## src/verilog/icache_pkg.sv

```systemverilog
`default_nettype none

package icache_pkg;

    ////////////////////////////////////////////////////////////
    // Address split and array sizes
    ////////////////////////////////////////////////////////////

    localparam int addr_bits  = 32;
    localparam int tag_bits   = 25;
    localparam int index_bits = 4;
    localparam int sets       = 1 << index_bits;
    localparam int ways       = 2;
    localparam int word_bits  = 32;
    localparam int line_words = 2;

    // Derived field widths
    localparam int byte_bits     = 2;
    localparam int word_sel_bits = $clog2(line_words);
    localparam int way_bits      = $clog2(ways);

    ////////////////////////////////////////////////////////////
    // Operations and controller states
    ////////////////////////////////////////////////////////////

    typedef enum logic [1:0] {
        op_fetch       = 2'd0,
        op_inval_all   = 2'd1,
        op_inval_index = 2'd2,
        op_inval_hit   = 2'd3
    } cache_op_e;

    typedef enum logic [2:0] {
        st_idle,
        st_lookup,
        st_refill_req,
        st_refill_wait,
        st_respond,
        st_ack_wait
    } ctrl_state_e;

endpackage

`default_nettype wire

```

## src/verilog/tagv_if.sv

```systemverilog
`timescale 1ns/10ps
`default_nettype none

interface tagv_if;
    import icache_pkg::*;

    // Lookup side
    logic [index_bits-1:0] addr_read;
    logic [tag_bits-1:0]   tag_compare;
    logic [ways-1:0]       hit;

    // Update side
    logic                  ibar;
    logic [1:0]            init;
    logic [tag_bits-1:0]   tag_write;
    logic [index_bits-1:0] addr_write;
    logic [ways-1:0]       unvalid;
    logic [ways-1:0]       we;

    modport ctrl (
        output addr_read, tag_compare, ibar, init, tag_write, addr_write, unvalid, we,
        input  hit
    );

    modport tagv (
        input  addr_read, tag_compare, ibar, init, tag_write, addr_write, unvalid, we,
        output hit
    );

endinterface

`default_nettype wire

```

## src/verilog/lutram.sv

```systemverilog
`timescale 1ns/10ps
`default_nettype none

module lutram (
    input  wire                            clk,
    input  wire [icache_pkg::index_bits-1:0] waddr,
    input  wire [icache_pkg::tag_bits-1:0]   din,
    input  wire                            we,
    input  wire [icache_pkg::index_bits-1:0] raddr,
    output logic [icache_pkg::tag_bits-1:0]  dout
);
    import icache_pkg::*;

    logic [tag_bits-1:0] mem [sets];

    // Write lands at the clock edge
    always_ff @(posedge clk) begin
        if (we) begin
            mem[waddr] <= din;
        end
    end

    // Read straight out of the array, no register
    assign dout = mem[raddr];

endmodule

`default_nettype wire

```

## src/verilog/icache_tagv.sv

```systemverilog
`timescale 1ns/10ps
`default_nettype none

module icache_tagv (
    input wire   clk,
    input wire   rstn,
    tagv_if.tagv tagv
);
    import icache_pkg::*;

    logic [sets-1:0]     valid [ways];
    logic [ways-1:0]     valid_rd;
    logic [tag_bits-1:0] tag_rd  [ways];
    logic [tag_bits-1:0] tag_din [ways];
    logic [ways-1:0]     tag_we;
    logic [ways-1:0]     clr_way;
    logic [ways-1:0]     upd_en;
    logic [ways-1:0]     upd_val;
    logic                same_index;

    ////////////////////////////////////////////////////////////
    // Per-way update decode
    ////////////////////////////////////////////////////////////

    // Priority below ibar: init, then unvalid, then we
    always_comb begin
        for (int w = 0; w < ways; w++) begin
            clr_way[w] = tagv.init[1] && (tagv.init[0] == 1'(w));
            tag_we[w]  = tagv.we[w] || clr_way[w];
            tag_din[w] = clr_way[w] ? '0 : tagv.tag_write;
            if (tagv.init[1]) begin
                upd_en[w]  = clr_way[w];
                upd_val[w] = 1'b0;
            end else if (tagv.unvalid[w]) begin
                upd_en[w]  = 1'b1;
                upd_val[w] = 1'b0;
            end else begin
                upd_en[w]  = tagv.we[w];
                upd_val[w] = 1'b1;
            end
        end
    end

    assign same_index = (tagv.addr_write == tagv.addr_read);

    ////////////////////////////////////////////////////////////
    // Valid vectors and registered lookup
    ////////////////////////////////////////////////////////////

    always_ff @(posedge clk) begin
        if (!rstn) begin
            for (int w = 0; w < ways; w++) begin
                valid[w] <= '0;
            end
            valid_rd <= '0;
        end else begin
            for (int w = 0; w < ways; w++) begin
                if (tagv.ibar) begin
                    valid[w]    <= '0;
                    valid_rd[w] <= 1'b0;
                end else begin
                    if (upd_en[w]) begin
                        valid[w][tagv.addr_write] <= upd_val[w];
                    end
                    // Same-index update bypasses the array
                    if (upd_en[w] && same_index) begin
                        valid_rd[w] <= upd_val[w];
                    end else begin
                        valid_rd[w] <= valid[w][tagv.addr_read];
                    end
                end
            end
        end
    end

    lutram way0 (
        .clk   (clk),
        .waddr (tagv.addr_write),
        .din   (tag_din[0]),
        .we    (tag_we[0]),
        .raddr (tagv.addr_read),
        .dout  (tag_rd[0])
    );

    lutram way1 (
        .clk   (clk),
        .waddr (tagv.addr_write),
        .din   (tag_din[1]),
        .we    (tag_we[1]),
        .raddr (tagv.addr_read),
        .dout  (tag_rd[1])
    );

    always_comb begin
        for (int w = 0; w < ways; w++) begin
            tagv.hit[w] = (tag_rd[w] == tagv.tag_compare) && valid_rd[w];
        end
    end

    // Controller never sets and clears the same way at once
    a_no_we_unvalid: assert property (
        @(posedge clk) disable iff (!rstn) (tagv.unvalid & tagv.we) == '0
    );

endmodule

`default_nettype wire

```

## src/verilog/icache_data.sv

```systemverilog
`timescale 1ns/10ps
`default_nettype none

module icache_data (
    input  wire                                clk,
    input  wire [icache_pkg::index_bits-1:0]    index,
    input  wire [icache_pkg::word_sel_bits-1:0] word_sel,
    input  wire [icache_pkg::way_bits-1:0]      way_sel,
    input  wire                                we,
    input  wire [icache_pkg::word_bits-1:0]     wdata,
    output logic [icache_pkg::word_bits-1:0]    rdata
);
    import icache_pkg::*;

    // One word per way, set and line slot
    logic [word_bits-1:0] mem [ways][sets][line_words];

    always_ff @(posedge clk) begin
        if (we) begin
            mem[way_sel][index][word_sel] <= wdata;
        end
    end

    // Combinational word read
    assign rdata = mem[way_sel][index][word_sel];

endmodule

`default_nettype wire

```

## src/verilog/icache_ctrl.sv

```systemverilog
`timescale 1ns/10ps
`default_nettype none

module icache_ctrl (
    input  wire                                 clk,
    input  wire                                 rstn,
    input  wire                                 req,
    input  icache_pkg::cache_op_e               op,
    input  wire [icache_pkg::addr_bits-1:0]     addr,
    output logic                                ack,
    output logic [icache_pkg::word_bits-1:0]    rdata,
    output logic                                mem_req,
    output logic [icache_pkg::addr_bits-1:0]    mem_addr,
    input  wire                                 mem_ack,
    input  wire [icache_pkg::word_bits-1:0]     mem_rdata,
    tagv_if.ctrl                                tagv,
    output logic [icache_pkg::index_bits-1:0]   data_index,
    output logic [icache_pkg::word_sel_bits-1:0] data_word_sel,
    output logic [icache_pkg::way_bits-1:0]     data_way_sel,
    output logic                                data_we,
    output logic [icache_pkg::word_bits-1:0]    data_wdata,
    input  wire [icache_pkg::word_bits-1:0]     data_rdata
);
    import icache_pkg::*;

    localparam int index_lsb = byte_bits + word_sel_bits;

    ctrl_state_e              state;
    cache_op_e                op_q;
    logic [addr_bits-1:0]     addr_q;
    logic [index_bits-1:0]    index_q;
    logic [tag_bits-1:0]      tag_q;
    logic [way_bits-1:0]      way_q;
    logic [way_bits-1:0]      hit_way;
    logic [word_sel_bits-1:0] word_cnt;
    logic [sets-1:0]          lru;
    logic                     lookup;
    logic                     first_fill;

    assign index_q = addr_q[index_lsb +: index_bits];
    assign tag_q   = addr_q[addr_bits-1 -: tag_bits];
    assign hit_way = way_bits'(tagv.hit[1]);
    assign lookup  = (state == st_lookup);

    ////////////////////////////////////////////////////////////
    // Tag/valid drive
    ////////////////////////////////////////////////////////////

    // Valid is sampled at the request edge, so read from the live address in idle
    assign tagv.addr_read   = (state == st_idle) ? addr[index_lsb +: index_bits] : index_q;
    assign tagv.tag_compare = tag_q;
    assign tagv.tag_write   = tag_q;
    assign tagv.addr_write  = index_q;
    assign tagv.ibar        = lookup && (op_q == op_inval_all);
    assign tagv.init        = {lookup && (op_q == op_inval_index), addr_q[0]};
    assign tagv.unvalid     = (lookup && (op_q == op_inval_hit)) ? tagv.hit : '0;

    // Tag and valid are written along with the first refill word
    assign first_fill = data_we && (word_cnt == '0);
    assign tagv.we    = first_fill ? (ways'(1) << way_q) : '0;

    // Data array
    assign data_index    = index_q;
    assign data_way_sel  = way_q;
    assign data_word_sel = (state == st_refill_wait) ? word_cnt
                                                     : addr_q[byte_bits +: word_sel_bits];
    assign data_we       = (state == st_refill_wait) && mem_ack;
    assign data_wdata    = mem_rdata;

    ////////////////////////////////////////////////////////////
    // Operation FSM
    ////////////////////////////////////////////////////////////

    always_ff @(posedge clk) begin
        if (!rstn) begin
            state    <= st_idle;
            ack      <= 1'b0;
            mem_req  <= 1'b0;
            lru      <= '0;
            way_q    <= '0;
            word_cnt <= '0;
        end else begin
            case (state)
                st_idle: begin
                    if (req) begin
                        state <= st_lookup;
                    end
                end
                st_lookup: begin
                    if (op_q == op_fetch && tagv.hit == '0) begin
                        // A miss refills the LRU way
                        way_q    <= lru[index_q];
                        word_cnt <= '0;
                        state    <= st_refill_req;
                    end else begin
                        way_q <= hit_way;
                        state <= st_respond;
                    end
                end
                st_refill_req: begin
                    // Previous transfer must be fully closed
                    if (!mem_ack) begin
                        mem_req <= 1'b1;
                        state   <= st_refill_wait;
                    end
                end
                st_refill_wait: begin
                    if (mem_ack) begin
                        mem_req <= 1'b0;
                        if (word_cnt == word_sel_bits'(line_words - 1)) begin
                            state <= st_respond;
                        end else begin
                            word_cnt <= word_cnt + 1'b1;
                            state    <= st_refill_req;
                        end
                    end
                end
                st_respond: begin
                    ack <= 1'b1;
                    // Other way becomes the victim
                    if (op_q == op_fetch) begin
                        lru[index_q] <= ~way_q;
                    end
                    state <= st_ack_wait;
                end
                st_ack_wait: begin
                    if (!req) begin
                        ack   <= 1'b0;
                        state <= st_idle;
                    end
                end
                default: state <= st_idle;
            endcase
        end
    end

    // Request capture, memory address and returned word
    always_ff @(posedge clk) begin
        if (state == st_idle && req) begin
            op_q   <= op;
            addr_q <= addr;
        end
        if (state == st_refill_req && !mem_ack) begin
            mem_addr <= {addr_q[addr_bits-1:index_lsb], word_cnt, {byte_bits{1'b0}}};
        end
        if (state == st_respond) begin
            rdata <= data_rdata;
        end
    end

    a_ack_needs_req: assert property (
        @(posedge clk) disable iff (!rstn) $rose(ack) |-> $past(req)
    );

    a_mem_addr_stable: assert property (
        @(posedge clk) disable iff (!rstn) (mem_req && !mem_ack) |=> $stable(mem_addr)
    );

endmodule

`default_nettype wire

```

## src/verilog/icache_top.sv

```systemverilog
`timescale 1ns/10ps
`default_nettype none

module icache_top (
    input  wire                              clk,
    input  wire                              rstn,
    input  wire                              req,
    input  wire [1:0]                        op,
    input  wire [icache_pkg::addr_bits-1:0]  addr,
    output logic                             ack,
    output logic [icache_pkg::word_bits-1:0] rdata,
    output logic                             mem_req,
    output logic [icache_pkg::addr_bits-1:0] mem_addr,
    input  wire                              mem_ack,
    input  wire [icache_pkg::word_bits-1:0]  mem_rdata
);
    import icache_pkg::*;

    logic [index_bits-1:0]    data_index;
    logic [word_sel_bits-1:0] data_word_sel;
    logic [way_bits-1:0]      data_way_sel;
    logic                     data_we;
    logic [word_bits-1:0]     data_wdata;
    logic [word_bits-1:0]     data_rdata;

    tagv_if tagv_bus ();

    icache_ctrl ctrl_i (
        .clk           (clk),
        .rstn          (rstn),
        .req           (req),
        .op            (cache_op_e'(op)),
        .addr          (addr),
        .ack           (ack),
        .rdata         (rdata),
        .mem_req       (mem_req),
        .mem_addr      (mem_addr),
        .mem_ack       (mem_ack),
        .mem_rdata     (mem_rdata),
        .tagv          (tagv_bus),
        .data_index    (data_index),
        .data_word_sel (data_word_sel),
        .data_way_sel  (data_way_sel),
        .data_we       (data_we),
        .data_wdata    (data_wdata),
        .data_rdata    (data_rdata)
    );

    icache_tagv tagv_i (
        .clk  (clk),
        .rstn (rstn),
        .tagv (tagv_bus)
    );

    icache_data data_i (
        .clk      (clk),
        .index    (data_index),
        .word_sel (data_word_sel),
        .way_sel  (data_way_sel),
        .we       (data_we),
        .wdata    (data_wdata),
        .rdata    (data_rdata)
    );

endmodule

`default_nettype wire

```

## config.mk

```make
export PLATFORM = sky130hd
export DESIGN_NAME = icache_top
export DESIGN_NICKNAME = d
export VERILOG_FILES = /design/src/verilog/icache_pkg.sv /design/src/verilog/tagv_if.sv /design/src/verilog/lutram.sv /design/src/verilog/icache_tagv.sv /design/src/verilog/icache_data.sv /design/src/verilog/icache_ctrl.sv /design/src/verilog/icache_top.sv
export SDC_FILE = /design/constraint.sdc
export NUM_CORES = 2
export LEC_CHECK = 0
export CORE_ASPECT_RATIO = 0.9
export CORE_MARGIN = 1.5
export CORE_UTILIZATION = 40
export CTS_CLUSTER_DIAMETER = 30
export DETAILED_ROUTE_END_ITERATION = 7
export DONT_BUFFER_PORTS = 1
export PLACE_DENSITY = 0.52
export REMOVE_ABC_BUFFERS = 1
export SYNTH_ARGS = -nofsm -noshare
export SYNTH_HDL_FRONTEND = slang
export SYNTH_SLANG_ARGS = --single-unit
```

## constraint.sdc

```tcl
create_clock -name clk -period 9.1 [get_ports clk]
set_input_delay 1.82 -clock clk [delete_from_list [all_inputs] [get_ports clk]]
set_output_delay 1.82 -clock clk [all_outputs]
set_load 0.02 [all_outputs]
```

==> PnR_summary.wiki <==
{| class="wikitable"
! Metric !! Value
|-
| Syn_area_per_cell || between 20 and 25 um2
|-
| Clk Tree Root Cell || clkbuf_16
|-
| Setup TNS || 0 ns
|-
| Share of flip-flops with an asynchronous set or reset after synthesis || 0%
|-
| Time the final worst path needs with I/O delays and setup || 6.571 ns
|-
| Post-Synthesis Cell Area || roughly 120000 um2
|-
| Number of antenna violations at the first check in global routing || 7
|-
| Number of cells on the worst reg-to-reg path || 13
|-
| Remaining routing DRC violations || 0
|-
| Hold Path Sink || ctrl_i.lru[15]
|-
| Hold path depth || 2
|-
| Count of flip-flops with a built-in enable after synthesis || 2975
|-
| Number of H-tree levels || 6
|-
| Final hold violation count || 0
|-
| Detailed-route wire length || 357300 um
|-
| Io pins || roughly 140
|-
| Cell types with the largest area share after synthesis || edfxtp_1 (74%), mux4_2 (13%), mux2i_1 (2.8%), nand2_1 (0.80%), a211oi_1 (0.69%)
|-
| Pwr Total || 39.62 mW
|-
| Category of the most critical setup path || input port to flip-flop
|-
| Number of gates resized after CTS || 0
|-
| Core area || 298100 um2
|-
| Clock insertion delay at the later pin of the skew report || 1.01 ns
|-
| Pins Over Slew Limit || 0
|-
| Die X-Extent || 580.6 um
|-
| Proportion of netlist area held by the largest area contributor || between 70 and 80%
|-
| Antenna viol nets, final || 0
|-
| Cell with the most instances on the worst path || buf_12
|-
| Most used DFF post-synth || edfxtp_1
|-
| Maximum root-to-sink buffer count || 4
|-
| Launch point of the worst hold path || ctrl_i.lru[15]
|-
| Total power density per cell area || 272.5 nW/um2
|-
| Register-to-register path setup slack || around 2.7 ns
|-
| FF/Latch Area || 89860 um2
|-
| Unrepaired setup endpoints after global routing || false
|-
| Worst ir drop on vdd || around 0.00022 V
|-
| Number of setup violations in the final report || 0
|-
| Wire length of the first global-routing pass || ~500000 um
|-
| Number of detailed-routing iterations run before antenna repair || 7
|-
| Yosys Warn Count || 0
|-
| Required time of the critical path || 9.77 ns
|-
| Highest fanout seen on the critical path || 102
|-
| Pin count of the biggest net entering global routing || 135
|-
| Clock tree skew after final layout || 0.07831 ns
|-
| Transition time at the pin with the least slew margin || 1.217 ns
|-
| Final Wtd Congestion || 0.7978
|-
| Number of instances in the synthesized netlist || 5924
|-
| Path class of the lowest-slack min-delay path || flip-flop to flip-flop
|-
| Total die area || 303600 um2
|-
| CTS hold repair buffers || 0
|-
| Arrival @ worst endpoint || 7.24 ns
|-
| Worst-path cell chain || or4b_4 -> nand2_4 -> buf_12 -> buf_12 -> nor2_1 -> a221oi_1 -> xor2_1 -> o32ai_1 -> and4b_1 -> nand4_2 -> o31a_4 -> a21oi_1
|-
| Maximum clock rate || 152.2 MHz
|-
| Number of post-CTS setup repair buffers || 0
|-
| Proportion of synthesized chip area in sequential cells || roughly 75%
|-
| Multi-input logic area || around 30000 um2
|-
| Count of fill cells added during filler insertion || ~24000
|-
| Endpoint kind of the worst setup timing path || flip-flop
|-
| Utilization of the core after routing || 48.77%
|-
| First DRT Iteration DRCs || 7010
|-
| Worst relative slew slack || between 10% and 20%
|-
| Layout cells sized above 1 || between 20% and 30%
|-
| Number of distinct library cells after synthesis || 98
|-
| Post-synthesis to final-layout area growth || 21.06%
|-
| Vias in the first global route || 64369
|-
| Worst reg2reg startpoint || ctrl_i.state[2]
|-
| Post-CTS clock slew at the launch and capture registers of the worst setup and hold paths || approximately 0.04 ns
|-
| Post-DR vias/cell || 5.909
|-
| Run status || finished clean
|-
| Chip height || 522.8 um
|-
| Total clock buffers created by CTS || approximately 580
|-
| Terminus of the critical flop-to-flop path || tagv_i.valid[1][7]
|-
| Sink count of the clock tree || 3001
|-
| Most frequent cells in the layout || edfxtp_1 (2975), mux4_2 (708), clkbuf_16 (589)
|-
| Final HPWL DP || approximately 180000 um
|-
| Slowest CP cell || a221oi_1
|-
| Final Net Count || about 6400
|-
| Fin crit share || a little over 70%
|-
| Number of rows created at floorplan || 190
|-
| Initial Util || 40.29%
|-
| #FFs+latches synth || 3001
|-
| Number of vias in the routed layout || 63443
|-
| Most common cell after layout, fill and taps aside || edfxtp_1
|-
| WL/cell || 33.28 um
|-
| Number of port buffers || 0
|-
| Largest area contributor in the synthesized netlist || edfxtp_1
|-
| Startpoint Class || input port
|-
| Clock tree from TritonCTS || built
|-
| Total global-route track usage || 23.31%
|-
| Maximum Capacitance Violations || 0
|-
| Largest incremental delay on the critical path || 0.92 ns
|-
| Static leakage || 46.62 nW
|-
| Total global routing overflow || 0
|}
-- metal layers --
layer,wire [um],vias to the layer above,GRT usage (%),share of wire (%)
met3,24550,524,3.987,6.9
met5,0,-,0,0
met4,8204,0,6.249,2.3
li1,-,25718,-,-
met1,150500,34631,32.30,42
met2,174100,2570,38.29,49
-- worst max-delay path, delay by kind of cell --
| family | cells | cell delay [ns] |
|---|---|---|
| simple gates | 5 | 2.36 |
| compound gates | 4 | 1.95 |
| xor+xnor | 1 | 0.15 |
| buf+inv | 2 | 0.66 |
-- through the flow --
step | setup slack, ns | std cells | area (um2) | hold WS (ns)
floorplan | -16.68 | 5532 | 118300 | 0.4505
global placement | 1.903 | 9677 | 125800 | 0.4587
CTS | 2.815 | 10733 | 145400 | 0.4721
detailed placement | 1.842 | 9677 | 125800 | 0.4664
finish | 2.529 | 10737 | 145400 | 0.4740
global route | 2.553 | 10735 | 145400 | 0.4939
-- synthesized netlist by cell type, drive strengths merged (43+ instances only) --
cell type	instances
and3	66
a31oi	44
a211oi	111
nor2	177
nand3	69
mux2i	334
o21ai	95
mux2	43
clkbuf	203
buf	190
edfxtp	2975
a21oi	155
and2	66
mux4	708
nand2	258
-- flip-flops by register name (all words and copies together) (netlist names), 2 cells and up, named ones only --
register,cells
ctrl_i.op_q,2
tagv_i.valid,32
data_i.mem,2048
ctrl_i.addr_q,31
tagv_i.valid_rd,2
ctrl_i.state,3
tagv_i.way1.mem,400
tagv_i.way0.mem,400
ctrl_i.rdata,32
ctrl_i.mem_addr,30
ctrl_i.lru,16
-- power by group --
group,total [mW],internal (mW),switching (mW)
clock network,21.2,14.1,7.14
logic,2.99,1.16,1.83
registers,15.4,15.3,0.0781
total,39.6,30.6,9.06
-- how the worst max path moves through the flow --
stage / from / endpoint / slack, ns / depth (start not counted)
floorplan: ctrl_i.addr_q[3] / tagv_i.valid[0][3] / -16.68 / 11
detailed placement: addr[3] / tagv_i.valid[1][7] / 1.84 / 12
global placement: addr[3] / tagv_i.valid[1][4] / 1.90 / 13
global route: addr[3] / tagv_i.valid[1][7] / 2.55 / 12
finish: addr[3] / tagv_i.valid[1][7] / 2.53 / 12
CTS: ctrl_i.state[2] / tagv_i.valid[0][0] / 2.82 / 13
-- layout make-up --
class	count	area share, %
Sequential cell	3001	61.81
Clock inverter	382	3.088
Tap cell	3936	3.387
Antenna cell	3	0.005163
Inverter	11	0.03356
Timing Repair Buffer	210	1.188
Clock buffer	674	10.37
Multi-Input combinational cell	2520	20.12
-- logic make-up after synthesis --
family,count (synthesis),share of synthesized area (%)
DFF,3001,74.81
AOI/OAI and AO/OA,596,3.494
muxes,1085,16.46
xor gates and xnor gates,66,0.4813
other,1,0.003122
and+or+nand+nor,771,3.185
buffers and inverters,404,1.561
Power figures use the tool's default switching activity.
